==> src/rtl/hyper_pkg.sv <==
// hyperbus phy shared definitions
package hyper_pkg;

    localparam int unsigned ADDR_W        = 32;
    localparam int unsigned WORD_W        = 16;
    localparam int unsigned STRB_W        = 2;
    localparam int unsigned CA_W          = 48;
    localparam int unsigned BURST_W       = 8;  // words minus one
    localparam int unsigned LAT_W         = 4;
    localparam int unsigned TX_DEPTH      = 4;  // also initial tx credits
    localparam int unsigned RX_CREDIT_MAX = 4;
    localparam int unsigned CREDIT_W      = 3;

    typedef enum logic {
        OP_READ,
        OP_WRITE
    } hyper_op_e;

    typedef enum logic [2:0] {
        IDLE,
        CMD,
        LATENCY,
        LATENCY2,   // second latency window
        DATA_R,
        DATA_W,
        RECOVER
    } seq_state_e;

endpackage
==> src/rtl/hyper_cmd_if.sv <==
// command handoff from request queue to sequencer
interface hyper_cmd_if;
    import hyper_pkg::*;

    logic               cmd_valid;
    logic               cmd_pop;    // removes head entry
    logic [CA_W-1:0]    ca;
    hyper_op_e          op;
    logic [BURST_W-1:0] burst;

    modport req_mp (
        output cmd_valid,
        output ca,
        output op,
        output burst,
        input  cmd_pop
    );

    modport seq_mp (
        input  cmd_valid,
        input  ca,
        input  op,
        input  burst,
        output cmd_pop
    );

endinterface

==> src/rtl/hyper_phy_top.sv <==
// hyperbus memory controller phy
module hyper_phy_top (
    input  logic                          clk0,
    input  logic                          rst_ni,
    // transactions
    input  logic                          trans_valid_i,
    output logic                          trans_ready_o,
    input  logic                          trans_write_i,
    input  logic [hyper_pkg::ADDR_W-1:0]  trans_address_i,
    input  logic [hyper_pkg::BURST_W-1:0] trans_burst_i,
    input  logic                          trans_burst_type_i,
    input  logic [hyper_pkg::LAT_W-1:0]   config_t_latency_access_i,
    input  logic                          config_en_latency_additional_i,
    input  logic [hyper_pkg::LAT_W-1:0]   config_t_read_write_recovery_i,
    // transmit, credit based
    input  logic                          tx_valid_i,
    input  logic [hyper_pkg::WORD_W-1:0]  tx_data_i,
    input  logic [hyper_pkg::STRB_W-1:0]  tx_strb_i,
    output logic                          tx_credit_o,
    // receive, credit based
    input  logic                          rx_credit_i,
    output logic                          rx_valid_o,
    output logic [hyper_pkg::WORD_W-1:0]  rx_data_o,
    output logic                          rx_last_o,
    output logic                          b_valid_o,
    // device side
    output logic                          hyper_cs_no,
    output logic                          hyper_ck_en_o,
    output logic [hyper_pkg::WORD_W-1:0]  hyper_dq_o,
    output logic                          hyper_dq_oe_o,
    output logic [hyper_pkg::STRB_W-1:0]  hyper_rwds_o,
    output logic                          hyper_rwds_oe_o,
    output logic                          hyper_reset_no,
    input  logic [hyper_pkg::WORD_W-1:0]  hyper_dq_i,
    input  logic                          hyper_rwds_i
);

    logic                         wr_pop;
    logic                         wr_valid;
    logic                         rd_beat;
    logic                         rd_last;
    logic                         rd_credit_ok;
    logic [hyper_pkg::WORD_W-1:0] ca_beat;

    hyper_cmd_if cmd_if ();

    assign hyper_reset_no = rst_ni;

    hyper_req_stage hyper_req_stage_i (
        .clk0               ( clk0               ),
        .rst_ni             ( rst_ni             ),
        .trans_valid_i      ( trans_valid_i      ),
        .trans_ready_o      ( trans_ready_o      ),
        .trans_write_i      ( trans_write_i      ),
        .trans_address_i    ( trans_address_i    ),
        .trans_burst_i      ( trans_burst_i      ),
        .trans_burst_type_i ( trans_burst_type_i ),
        .cmd_o              ( cmd_if.req_mp      )
    );

    hyper_seq_stage hyper_seq_stage_i (
        .clk0                           ( clk0                           ),
        .rst_ni                         ( rst_ni                         ),
        .cmd_i                          ( cmd_if.seq_mp                  ),
        .config_t_latency_access_i      ( config_t_latency_access_i      ),
        .config_en_latency_additional_i ( config_en_latency_additional_i ),
        .config_t_read_write_recovery_i ( config_t_read_write_recovery_i ),
        .hyper_rwds_i                   ( hyper_rwds_i                   ),
        .wr_valid_i                     ( wr_valid                       ),
        .wr_pop_o                       ( wr_pop                         ),
        .rd_credit_ok_i                 ( rd_credit_ok                   ),
        .rd_beat_o                      ( rd_beat                        ),
        .rd_last_o                      ( rd_last                        ),
        .b_valid_o                      ( b_valid_o                      ),
        .hyper_cs_no                    ( hyper_cs_no                    ),
        .hyper_ck_en_o                  ( hyper_ck_en_o                  ),
        .hyper_dq_oe_o                  ( hyper_dq_oe_o                  ),
        .hyper_rwds_oe_o                ( hyper_rwds_oe_o                ),
        .ca_beat_o                      ( ca_beat                        )
    );

    hyper_wdata_stage hyper_wdata_stage_i (
        .clk0         ( clk0         ),
        .rst_ni       ( rst_ni       ),
        .tx_valid_i   ( tx_valid_i   ),
        .tx_data_i    ( tx_data_i    ),
        .tx_strb_i    ( tx_strb_i    ),
        .tx_credit_o  ( tx_credit_o  ),
        .wr_pop_i     ( wr_pop       ),
        .wr_valid_o   ( wr_valid     ),
        .ca_beat_i    ( ca_beat      ),
        .hyper_dq_o   ( hyper_dq_o   ),
        .hyper_rwds_o ( hyper_rwds_o )
    );

    hyper_rdata_stage hyper_rdata_stage_i (
        .clk0           ( clk0         ),
        .rst_ni         ( rst_ni       ),
        .rx_credit_i    ( rx_credit_i  ),
        .rd_beat_i      ( rd_beat      ),
        .rd_last_i      ( rd_last      ),
        .hyper_dq_i     ( hyper_dq_i   ),
        .rd_credit_ok_o ( rd_credit_ok ),
        .rx_valid_o     ( rx_valid_o   ),
        .rx_data_o      ( rx_data_o    ),
        .rx_last_o      ( rx_last_o    )
    );

endmodule

==> src/rtl/hyper_rdata_stage.sv <==
// read capture and rx credit counter
module hyper_rdata_stage (
    input  logic                         clk0,
    input  logic                         rst_ni,
    input  logic                         rx_credit_i,
    input  logic                         rd_beat_i,
    input  logic                         rd_last_i,
    input  logic [hyper_pkg::WORD_W-1:0] hyper_dq_i,
    output logic                         rd_credit_ok_o,
    output logic                         rx_valid_o,
    output logic [hyper_pkg::WORD_W-1:0] rx_data_o,
    output logic                         rx_last_o
);
    import hyper_pkg::*;

    logic [CREDIT_W-1:0] credit_q;

    assign rd_credit_ok_o = (credit_q != '0);

    always_ff @(posedge clk0 or negedge rst_ni) begin
        if (!rst_ni) begin
            credit_q   <= '0;
            rx_valid_o <= 1'b0;
            rx_last_o  <= 1'b0;
        end else begin
            case ({rx_credit_i, rd_beat_i})
                2'b10: if (credit_q < CREDIT_W'(RX_CREDIT_MAX)) credit_q <= credit_q + 1'b1;
                2'b01: credit_q <= credit_q - 1'b1;
                default: credit_q <= credit_q;  // none, or grant and use together
            endcase
            rx_valid_o <= rd_beat_i;
            rx_last_o  <= rd_beat_i && rd_last_i;
        end
    end

    always_ff @(posedge clk0) begin
        if (rd_beat_i) rx_data_o <= hyper_dq_i;
    end

    assert property (@(posedge clk0) disable iff (!rst_ni) rd_beat_i |-> credit_q != '0)
        else $error("read beat issued with no rx credit");

endmodule

==> src/rtl/hyper_wdata_stage.sv <==
// write data buffer with tx credits
module hyper_wdata_stage (
    input  logic                         clk0,
    input  logic                         rst_ni,
    input  logic                         tx_valid_i,
    input  logic [hyper_pkg::WORD_W-1:0] tx_data_i,
    input  logic [hyper_pkg::STRB_W-1:0] tx_strb_i,
    output logic                         tx_credit_o,
    input  logic                         wr_pop_i,
    output logic                         wr_valid_o,
    input  logic [hyper_pkg::WORD_W-1:0] ca_beat_i,
    output logic [hyper_pkg::WORD_W-1:0] hyper_dq_o,
    output logic [hyper_pkg::STRB_W-1:0] hyper_rwds_o
);
    import hyper_pkg::*;

    logic [WORD_W-1:0]           data_q [TX_DEPTH];
    logic [STRB_W-1:0]           strb_q [TX_DEPTH];
    logic [$clog2(TX_DEPTH)-1:0] wr_ptr_q;
    logic [$clog2(TX_DEPTH)-1:0] rd_ptr_q;
    logic [CREDIT_W-1:0]         count_q;
    logic [CREDIT_W-1:0]         owed_q;    // credits not yet sent
    logic                        credit_take;

    assign credit_take = (owed_q != '0);
    assign wr_valid_o  = (count_q != '0);

    always_ff @(posedge clk0 or negedge rst_ni) begin
        if (!rst_ni) begin
            wr_ptr_q    <= '0;
            rd_ptr_q    <= '0;
            count_q     <= '0;
            owed_q      <= CREDIT_W'(TX_DEPTH);
            tx_credit_o <= 1'b0;
        end else begin
            if (tx_valid_i) wr_ptr_q <= wr_ptr_q + 1'b1;
            if (wr_pop_i) rd_ptr_q <= rd_ptr_q + 1'b1;
            count_q     <= count_q + CREDIT_W'(tx_valid_i) - CREDIT_W'(wr_pop_i);
            owed_q      <= owed_q - CREDIT_W'(credit_take) + CREDIT_W'(wr_pop_i);
            tx_credit_o <= credit_take;
        end
    end

    always_ff @(posedge clk0) begin
        if (tx_valid_i) begin
            data_q[wr_ptr_q] <= tx_data_i;
            strb_q[wr_ptr_q] <= tx_strb_i;
        end
    end

    assign hyper_dq_o   = wr_pop_i ? data_q[rd_ptr_q] : ca_beat_i;
    assign hyper_rwds_o = wr_pop_i ? strb_q[rd_ptr_q] : '0;

    assert property (@(posedge clk0) disable iff (!rst_ni)
                     tx_valid_i |-> count_q < CREDIT_W'(TX_DEPTH))
        else $error("tx word pushed without credit, write buffer full");

endmodule

==> src/rtl/hyper_seq_stage.sv <==
// hyperbus bus sequencer
module hyper_seq_stage (
    input  logic                         clk0,
    input  logic                         rst_ni,
    hyper_cmd_if.seq_mp                  cmd_i,
    input  logic [hyper_pkg::LAT_W-1:0]  config_t_latency_access_i,
    input  logic                         config_en_latency_additional_i,
    input  logic [hyper_pkg::LAT_W-1:0]  config_t_read_write_recovery_i,
    input  logic                         hyper_rwds_i,
    input  logic                         wr_valid_i,
    output logic                         wr_pop_o,
    input  logic                         rd_credit_ok_i,
    output logic                         rd_beat_o,
    output logic                         rd_last_o,
    output logic                         b_valid_o,
    output logic                         hyper_cs_no,
    output logic                         hyper_ck_en_o,
    output logic                         hyper_dq_oe_o,
    output logic                         hyper_rwds_oe_o,
    output logic [hyper_pkg::WORD_W-1:0] ca_beat_o
);
    import hyper_pkg::*;

    seq_state_e         state_q;
    seq_state_e         data_state;
    logic [1:0]         cmd_cnt_q;
    logic [LAT_W-1:0]   lat_cnt_q;
    logic [BURST_W-1:0] burst_cnt_q;
    logic [LAT_W-1:0]   rec_cnt_q;
    logic               double_q;
    logic [CA_W-1:0]    ca_q;
    hyper_op_e          op_q;
    logic               data_beat;

    assign cmd_i.cmd_pop = (state_q == IDLE) && cmd_i.cmd_valid;
    assign data_state    = (op_q == OP_WRITE) ? DATA_W : DATA_R;

    assign wr_pop_o  = (state_q == DATA_W) && wr_valid_i;   // stalls on empty buffer
    assign rd_beat_o = (state_q == DATA_R) && rd_credit_ok_i;
    assign rd_last_o = rd_beat_o && (burst_cnt_q == '0);
    assign data_beat = wr_pop_o || rd_beat_o;

    assign hyper_cs_no     = (state_q == IDLE) || (state_q == RECOVER);
    assign hyper_dq_oe_o   = (state_q == CMD) || (state_q == DATA_W);
    assign hyper_rwds_oe_o = (state_q == DATA_W);

    always_comb begin
        case (state_q)
            CMD, LATENCY, LATENCY2: hyper_ck_en_o = 1'b1;
            DATA_W:                 hyper_ck_en_o = wr_valid_i;
            DATA_R:                 hyper_ck_en_o = rd_credit_ok_i;
            default:                hyper_ck_en_o = 1'b0;
        endcase
    end

    // top slice first
    always_comb begin
        ca_beat_o = '0;
        if (state_q == CMD) begin
            case (cmd_cnt_q)
                2'd0:    ca_beat_o = ca_q[CA_W-1 -: WORD_W];
                2'd1:    ca_beat_o = ca_q[CA_W-WORD_W-1 -: WORD_W];
                2'd2:    ca_beat_o = ca_q[WORD_W-1:0];
                default: ca_beat_o = '0;
            endcase
        end
    end

    always_ff @(posedge clk0) begin
        if (cmd_i.cmd_pop) begin
            ca_q <= cmd_i.ca;
            op_q <= cmd_i.op;
        end
    end

    always_ff @(posedge clk0 or negedge rst_ni) begin
        if (!rst_ni) begin
            state_q     <= IDLE;
            cmd_cnt_q   <= 2'd0;
            lat_cnt_q   <= '0;
            burst_cnt_q <= '0;
            rec_cnt_q   <= '0;
            double_q    <= 1'b0;
            b_valid_o   <= 1'b0;
        end else begin
            b_valid_o <= wr_pop_o && (burst_cnt_q == '0);
            case (state_q)
                IDLE: begin
                    if (cmd_i.cmd_pop) begin
                        state_q     <= CMD;
                        cmd_cnt_q   <= 2'd0;
                        burst_cnt_q <= cmd_i.burst;
                    end
                end
                CMD: begin
                    if (cmd_cnt_q == 2'd2) begin
                        // device asks for double latency on rwds
                        double_q  <= hyper_rwds_i || config_en_latency_additional_i;
                        lat_cnt_q <= config_t_latency_access_i - LAT_W'(1);
                        state_q   <= LATENCY;
                    end else begin
                        cmd_cnt_q <= cmd_cnt_q + 2'd1;
                    end
                end
                LATENCY, LATENCY2: begin
                    if (lat_cnt_q == '0) begin
                        if (state_q == LATENCY && double_q) begin
                            lat_cnt_q <= config_t_latency_access_i - LAT_W'(1);
                            state_q   <= LATENCY2;
                        end else begin
                            state_q <= data_state;
                        end
                    end else begin
                        lat_cnt_q <= lat_cnt_q - LAT_W'(1);
                    end
                end
                DATA_W, DATA_R: begin
                    if (data_beat) begin    // only issued beats count
                        if (burst_cnt_q == '0) begin
                            rec_cnt_q <= config_t_read_write_recovery_i;
                            state_q   <= RECOVER;
                        end else begin
                            burst_cnt_q <= burst_cnt_q - BURST_W'(1);
                        end
                    end
                end
                RECOVER: begin
                    if (rec_cnt_q <= LAT_W'(1)) state_q <= IDLE;
                    else rec_cnt_q <= rec_cnt_q - LAT_W'(1);
                end
                default: state_q <= IDLE;
            endcase
        end
    end

    // cs only goes high into recovery, never straight back to idle
    assert property (@(posedge clk0) disable iff (!rst_ni)
                     $rose(hyper_cs_no) |-> state_q == RECOVER)
        else $error("chip select released without a recovery gap");

    assert property (@(posedge clk0) disable iff (!rst_ni) hyper_ck_en_o |-> !hyper_cs_no)
        else $error("bus clock running with chip select high");

endmodule

==> src/rtl/hyper_req_stage.sv <==
// two entry request queue with ca word build
module hyper_req_stage (
    input  logic                          clk0,
    input  logic                          rst_ni,
    input  logic                          trans_valid_i,
    output logic                          trans_ready_o,
    input  logic                          trans_write_i,
    input  logic [hyper_pkg::ADDR_W-1:0]  trans_address_i,
    input  logic [hyper_pkg::BURST_W-1:0] trans_burst_i,
    input  logic                          trans_burst_type_i,
    hyper_cmd_if.req_mp                   cmd_o
);
    import hyper_pkg::*;

    logic [CA_W-1:0]    ca_q    [2];
    hyper_op_e          op_q    [2];
    logic [BURST_W-1:0] burst_q [2];
    logic               wr_ptr_q;
    logic               rd_ptr_q;
    logic [1:0]         count_q;
    logic               push;
    logic [CA_W-1:0]    ca_new;

    // read flag, memory space, burst type, upper and lower address
    assign ca_new = {~trans_write_i, 1'b0, trans_burst_type_i,
                     trans_address_i[ADDR_W-1:3], 13'b0, trans_address_i[2:0]};

    assign trans_ready_o = (count_q != 2'd2);
    assign push          = trans_valid_i && trans_ready_o;

    always_ff @(posedge clk0 or negedge rst_ni) begin
        if (!rst_ni) begin
            wr_ptr_q <= 1'b0;
            rd_ptr_q <= 1'b0;
            count_q  <= 2'd0;
        end else begin
            if (push) wr_ptr_q <= ~wr_ptr_q;
            if (cmd_o.cmd_pop) rd_ptr_q <= ~rd_ptr_q;
            count_q <= count_q + 2'(push) - 2'(cmd_o.cmd_pop);
        end
    end

    always_ff @(posedge clk0) begin
        if (push) begin
            ca_q[wr_ptr_q]    <= ca_new;
            op_q[wr_ptr_q]    <= trans_write_i ? OP_WRITE : OP_READ;
            burst_q[wr_ptr_q] <= trans_burst_i;
        end
    end

    assign cmd_o.cmd_valid = (count_q != 2'd0);
    assign cmd_o.ca        = ca_q[rd_ptr_q];
    assign cmd_o.op        = op_q[rd_ptr_q];
    assign cmd_o.burst     = burst_q[rd_ptr_q];

    // sequencer must not pop an empty queue
    assert property (@(posedge clk0) disable iff (!rst_ni) cmd_o.cmd_pop |-> count_q != 2'd0)
        else $error("command popped from empty request queue");

endmodule

==> config.mk <==
export PLATFORM = sky130hd
export DESIGN_NAME = hyper_phy_top
export DESIGN_NICKNAME = d
export VERILOG_FILES = /design/src/rtl/hyper_pkg.sv /design/src/rtl/hyper_cmd_if.sv /design/src/rtl/hyper_phy_top.sv /design/src/rtl/hyper_rdata_stage.sv /design/src/rtl/hyper_wdata_stage.sv /design/src/rtl/hyper_seq_stage.sv /design/src/rtl/hyper_req_stage.sv
export SDC_FILE = /design/constraint.sdc
export NUM_CORES = 1
export LEC_CHECK = 0
export ABC_AREA = 1
export BUFFER_PORTS_ARGS = -buffer_cell sky130_fd_sc_hd__buf_4
export CAP_MARGIN = 20
export CELL_PAD_IN_SITES_DETAIL_PLACEMENT = 2
export CELL_PAD_IN_SITES_GLOBAL_PLACEMENT = 2
export CORE_MARGIN = 2
export CORE_UTILIZATION = 39
export CTS_CLUSTER_SIZE = 20
export DETAILED_ROUTE_END_ITERATION = 8
export HOLD_SLACK_MARGIN = 0.15
export PLACE_DENSITY_LB_ADDON = 0.1
export SETUP_SLACK_MARGIN = 0.05
export SYNTH_ARGS = -nofsm -noshare
export SYNTH_HDL_FRONTEND = slang
export SYNTH_SLANG_ARGS = --single-unit
==> constraint.sdc <==
create_clock -name clk0 -period 3.6 [get_ports clk0]
set_input_delay 0.36 -clock clk0 [delete_from_list [all_inputs] [get_ports clk0]]
set_output_delay 0.36 -clock clk0 [all_outputs]
set_load 0.005 [all_outputs]
==> results of run 1 <==
-- sequential cells by signal, summed over array words and instances (netlist names), 4 cells and up --
| signal | count |
|---|---|
| hyper_rdata_stage_i.rx_data_o | 16 |
| hyper_req_stage_i.burst_q | 16 |
| hyper_req_stage_i.ca_q | 68 |
| hyper_seq_stage_i.burst_cnt_q | 8 |
| hyper_seq_stage_i.ca_q | 34 |
| hyper_seq_stage_i.lat_cnt_q | 4 |
| hyper_seq_stage_i.rec_cnt_q | 4 |
| hyper_wdata_stage_i.data_q | 64 |
| hyper_wdata_stage_i.strb_q | 8 |
-- layer usage --
layer | global-route usage (%) | vias up | wire (um)
met5 | 0 | - | 0
met4 | 6.20 | 0 | 740
met3 | 3.24 | 44 | 1170
met2 | 45.3 | 174 | 18100
met1 | 29.5 | 3785 | 13500
li1 | - | 3445 | -
-- repair_timing --
action | CTS | global route
endpoints found under the hold margin | 200 | 0
hold buffers | 83 | 0
buffers inserted | 0 | 0
-- stage by stage --
step / std cells / hold WS [ps] / total power, mW / worst slack (ps)
2_1_floorplan: 869 / 64.4 / 6.98 / 403
3_3_place_gp: 1318 / 312 / 8.37 / 1240
3_5_place_dp: 1318 / 313 / 8.59 / 1170
4_1_cts: 1453 / 167 / 12.0 / 677
5_1_grt: 1454 / 210 / 12.7 / 585
6_report: 1454 / 209 / 12.0 / 682
-- power by group through the flow --
stage	registers [mW]	clock network (mW)	logic, mW
final	4.63	3.26	4.09
after global routing	4.71	3.41	4.58
after CTS	4.62	3.29	4.09
after detailed placement	4.65	0	3.94
after global placement	4.60	0	3.77
after floorplan	4.51	0	2.48
-- final timing paths --
path,startpoint,end,slack [ps],cells past startpoint
worst min register to register,hyper_rdata_stage_i.credit_q[0],hyper_rdata_stage_i.credit_q[0],470,1
worst min-delay path,config_t_read_write_recovery_i[3],hyper_seq_stage_i.rec_cnt_q[3],210,4
min in group asynchronous,rst_ni,hyper_seq_stage_i.burst_cnt_q[0],290,2
max in group asynchronous,rst_ni,hyper_wdata_stage_i.owed_q[2],2580,3
worst max-delay path,hyper_seq_stage_i.state_q[1],hyper_dq_o[15],680,7
worst max register to register,hyper_seq_stage_i.state_q[2],hyper_wdata_stage_i.count_q[2],1020,9
-- worst max-delay path, delay by kind of cell, from the launching register on --
| family | cells | cell delay (ps) |
|---|---|---|
| flip-flops | 1 | 420 |
| AO/OA/AOI/OAI | 1 | 440 |
| buffers and inverters | 3 | 440 |
| AND/OR/NAND/NOR | 3 | 710 |
-- layout make-up --
type / count / share of cell area, %
flip-flops and latches: 252 / 53.8
multi-input cells: 516 / 19.6
repair buffers: 226 / 13.9
clock buffers: 31 / 5.21
well taps: 335 / 3.07
clock inverters: 21 / 2.34
inverters: 72 / 1.98
diodes: 1 / 0.0183
-- synth_stat cells --
library cell,count,area [um^2]
a21oi_1,11,55.1
nor2_8,1,20.0
xor2_1,9,78.8
edfxtp_1,209,6280
buf_4,2,15.0
a22o_1,15,131
or3_1,1,6.26
clkbuf_1,18,67.6
nand4_1,9,56.3
nand2_2,3,18.8
o22ai_1,17,106
clkinv_1,1,3.75
or2_2,1,6.26
nor2_4,3,33.8
nor2_2,2,12.5
nand2_4,3,33.8
o21ai_1,14,70.1
xnor2_1,7,61.3
buf_1,2,7.51
o21ai_0,67,335
o21a_1,1,7.51
inv_1,66,248
o21bai_1,2,15.0
nand3_4,2,35.0
nor2_1,82,308
ha_1,18,225
or2_1,1,6.26
inv_2,5,18.8
buf_2,6,30.0
fa_1,3,60.1
nand3_1,34,170
o21ai_2,1,8.76
mux2i_1,1,10.0
dfstp_2,1,26.3
buf_6,1,11.3
nand3_2,1,10.0
dfrtp_1,42,1050
nand2_1,207,777
-- cells by family after synthesis --
| family | count (synthesis) | synth area share [%] |
|---|---|---|
| compound gates | 128 | 7.00 |
| xor+xnor | 16 | 1.35 |
| fa+ha+maj | 21 | 2.74 |
| buf+inv | 101 | 3.86 |
| flops | 252 | 70.6 |
| mux | 1 | 0.0961 |
| simple gates | 350 | 14.3 |
==> results.cfg, run 1 <==
[global_routing]
grt_pass1_wl_mm = 51.3
grt_antenna_before_repair = 1
track_usage_pct = 24.2
grt_max_degree = 46
grt_pass1_vias = 8460
grt_overflow = 0

[min_path]
holdCritPathClass = input port to flop

[clocking]
cts_sinks = 252
cts_htree_levels = 1
path_clk_slew_ps = 60
cts_tree = done
cts_resized = 0
clock_latency_ps = 560
cts_root_buf = clkbuf_16
cts_buffers = 28
clk_path_buf_depth = 3

[finish]
regArea_mm2 = 0.00735
utilization_pct = 52.3
final_cell_mix = edfxtp_1, nand2_1, buf_4
layout_commonest_cell = edfxtp_1
drive_gt1_share_pct = 19.1
final_nets = 1208
multi_input_area_mm2 = 0.00268
fillers = 2536
final_area_mm2 = 0.0137
areaGrowthSynthToFinish_pct = 31.2

[power]
p_switching_mw = 4.45
power.internal_mw = 7.53
power_frac_clock_pct = 27.2
combinationalPowerShare_pct = 34.1
p_leak_nw = 5.66
p_sw_share_pct = 37.1
seq_power_share_pct = 38.7
ir_drop_uv = 586
power_density_mw_per_mm2 = 876

[floorplan]
core_mm2 = 0.0261
die_w_um = 167
rows = 59
die_area_mm2 = 0.0280
io_pins = 135
die_y_um = 167
initial_core_util_pct = 39.8

[sta]
period_share_pct = 81.1
final_max_slew_viol_count = 0
tightest_slew_ps = 923
max_slew_margin_pct = 38.4
setup_viol_count_final = 0
fin_setup_tns_ps = 0
finClkSkew_ps = 22.1
min_period_ps = 2920
hold_violations = 0
max_freq_ghz = 0.343
rsz0062_at_grt = no

[place]
place_area_mm2 = 0.0118
gp_congestion = 0.756
hpwl_mm = 19.8
io_buffer_count = 134

[critical_path]
cp_common_cell = inv_2
crit_path_end_kind = output pin
required_ps = 3240
crit_slowest_cell = o21ai_0
crit_path_max_incr_delay_ps = 440
critPathLaunchType = flop
critPathArrivalTime_ps = 2560
crit_type = flop to output pin
crit_fanout = 15
crit_chain = inv_2 > nand2_4 > nor2_4 > inv_2 > or2_1 > o21ai_0 > buf_4

[yosys]
synth-seq-area-share_pct = 70.6
netlist_area_mm2 = 0.0104
synth_warnings = 0
synth_nets = 981
ys_ff_latch = 252
synth_cell_types = 38
syn_inst = 869
syn_avg_cell_area_um2 = 12.0

[drt]
drt_iter0_drc = 431
avgRoutedWirePerCell_um = 23.1
ant_nets = 0
drc = 8
firstDrtPassIters = 7
drt-vias-per-instance = 5.12
vias = 7448
drt-total-wl_mm = 33.6

[status]
status = finished, violations left
violations = design-rule violations

[flow_run]
drv_cap = 0
Note: power is estimated with default switching activity, not from simulation.
==> run 2, diff against run 1 <==
CORE_UTILIZATION = 35   (was 39)
clock period = 2.5 ns   (was 3.6 ns; I/O delays follow)
==> run 2 against run 1 <==
Critical path depth up 1. Clock skew down 8.9 ps. Largest power group unchanged. Sequential power up 43%. The run now ends clean. Largest cell class unchanged. Worst hold slack better by 14 ps.
==> results.cfg, run 2 (synthesis gave the netlist of run 1 again) <==
[status]
status = completed

[global_routing]
grt_overflow = 0
grt_pass1_wl_mm = 45.4
grt_pass1_vias = 8192
grt_max_degree = 46
track_usage_pct = 18.6
grt_antenna_before_repair = 0

[sta]
fin_setup_tns_ps = 0
hold_violations = 0
setup_ws_ps = 138
min_period_ps = 2360
max_slew_margin_pct = 61.1
period_share_pct = 94.5
rsz0062_at_grt = yes
max_freq_ghz = 0.423
finClkSkew_ps = 13.2
tightest_slew_ps = 584
worst_hold_slack_ps = 223
setup_viol_count_final = 0
final_max_slew_viol_count = 0

[critical_path]
critPathArrivalTime_ps = 2110
crit_type = flop to output pin
required_ps = 2250
critPathLaunchType = flop
crit_fanout = 13
crit_path_end_kind = output pin

[place]
dp.cells = 1386
place_area_mm2 = 0.0120
gp_congestion = 0.756
preCtsSetupSlack_ps = 312
hpwl_mm = 18.0
io_buffer_count = 134

[clocking]
clk_path_buf_depth = 3
cts_htree_levels = 1
clock_latency_ps = 550
cts_buffers = 28
cts_root_buf = clkbuf_16
cts_tree = done
cts_sinks = 252
path_clk_slew_ps = 60

[floorplan]
io_pins = 135
core_mm2 = 0.0295
die_area_mm2 = 0.0311
die_w_um = 176
rows = 63
die_y_um = 176
initial_core_util_pct = 35.3

[power]
ir_drop_uv = 623
p_leak_nw = 5.74
power_density_mw_per_mm2 = 1200
power.total_mw = 16.6

[finish]
fin_cells = 1530
top_register = hyper_req_stage_i.ca_q
largest_registers = hyper_req_stage_i.ca_q x68, hyper_wdata_stage_i.data_q x64, hyper_seq_stage_i.ca_q x34
final_nets = 1232
final_area_mm2 = 0.0139
layout_commonest_cell = edfxtp_1
insertedDiodeCount = 0
drive_gt1_share_pct = 20.5
utilization_pct = 47.1
final_cell_mix = edfxtp_1, nand2_1, buf_4
fillers = 2951
largest_reg_flops = 68
areaGrowthSynthToFinish_pct = 33.5

[drt]
avgRoutedWirePerCell_um = 18.7
drt-total-wl_mm = 28.6
ant_nets = 0
firstDrtPassIters = 6
route.met2.wl_mm = 14.5
met1_length_mm = 12.8
wl_met3_um = 791
vias = 7313
drt_iter0_drc = 336
drt-vias-per-instance = 4.78
top_layer_used = met4
drc = 0

[min_path]
holdCritPathClass = input port to flop

[flow_run]
drv_cap = 0
## run 2: worst paths after layout
path | from | to | slack, ps | cells after the start
min | config_t_latency_access_i[1] | hyper_seq_stage_i.lat_cnt_q[3] | 220 | 7
min in group asynchronous | rst_ni | hyper_req_stage_i.rd_ptr_q | 390 | 3
max | hyper_seq_stage_i.state_q[1] | hyper_dq_o[3] | 140 | 8
min reg2reg | hyper_rdata_stage_i.credit_q[0] | hyper_rdata_stage_i.credit_q[0] | 480 | 1
max reg2reg | hyper_wdata_stage_i.owed_q[1] | hyper_wdata_stage_i.owed_q[1] | 430 | 5
max in group asynchronous | rst_ni | hyper_rdata_stage_i.credit_q[0] | 1570 | 3
## run 2: worst max-delay path, cell delays in order (launching register included)
cell and delay [ps]:
dfrtp_1 410, inv_2 90, nand2_4 90, nor2_4 160, inv_2 50, or2_1 250, buf_6 170, o21ai_2 190
buf_4 140
## run 2: cell type report
type / count / area (um^2) / area share, %
Timing Repair Buffer: 250 / 2150 / 15.5
Clock buffer: 43 / 797 / 5.73
Sequential cell: 252 / 7350 / 52.9
Clock inverter: 7 / 120 / 0.864
Multi-Input combinational cell: 516 / 2720 / 19.5
Tap cell: 390 / 488 / 3.51
Inverter: 72 / 274 / 1.97
## run 2: power breakdown
group / internal [mW] / switching, mW
combinational: 2.14 / 3.76
clock: 2.49 / 1.63
sequential: 6.04 / 0.566
## run 2: timing repair
item                                    CTS  global route
hold buffers                             89             0
endpoints found under the setup margin   12            15
pin swaps                                 0             1
buffers inserted                          1             4
hold endpoints to repair                230             0
resized for setup                        10             9
## run 2: routing by layer
metal / global-route usage [%] / vias to the layer above
met3: 2.28 / 35
met4: 4.55 / 0
li1: - / 3486
met2: 33.1 / 135
met5: 0 / -
met1: 24.2 / 3657
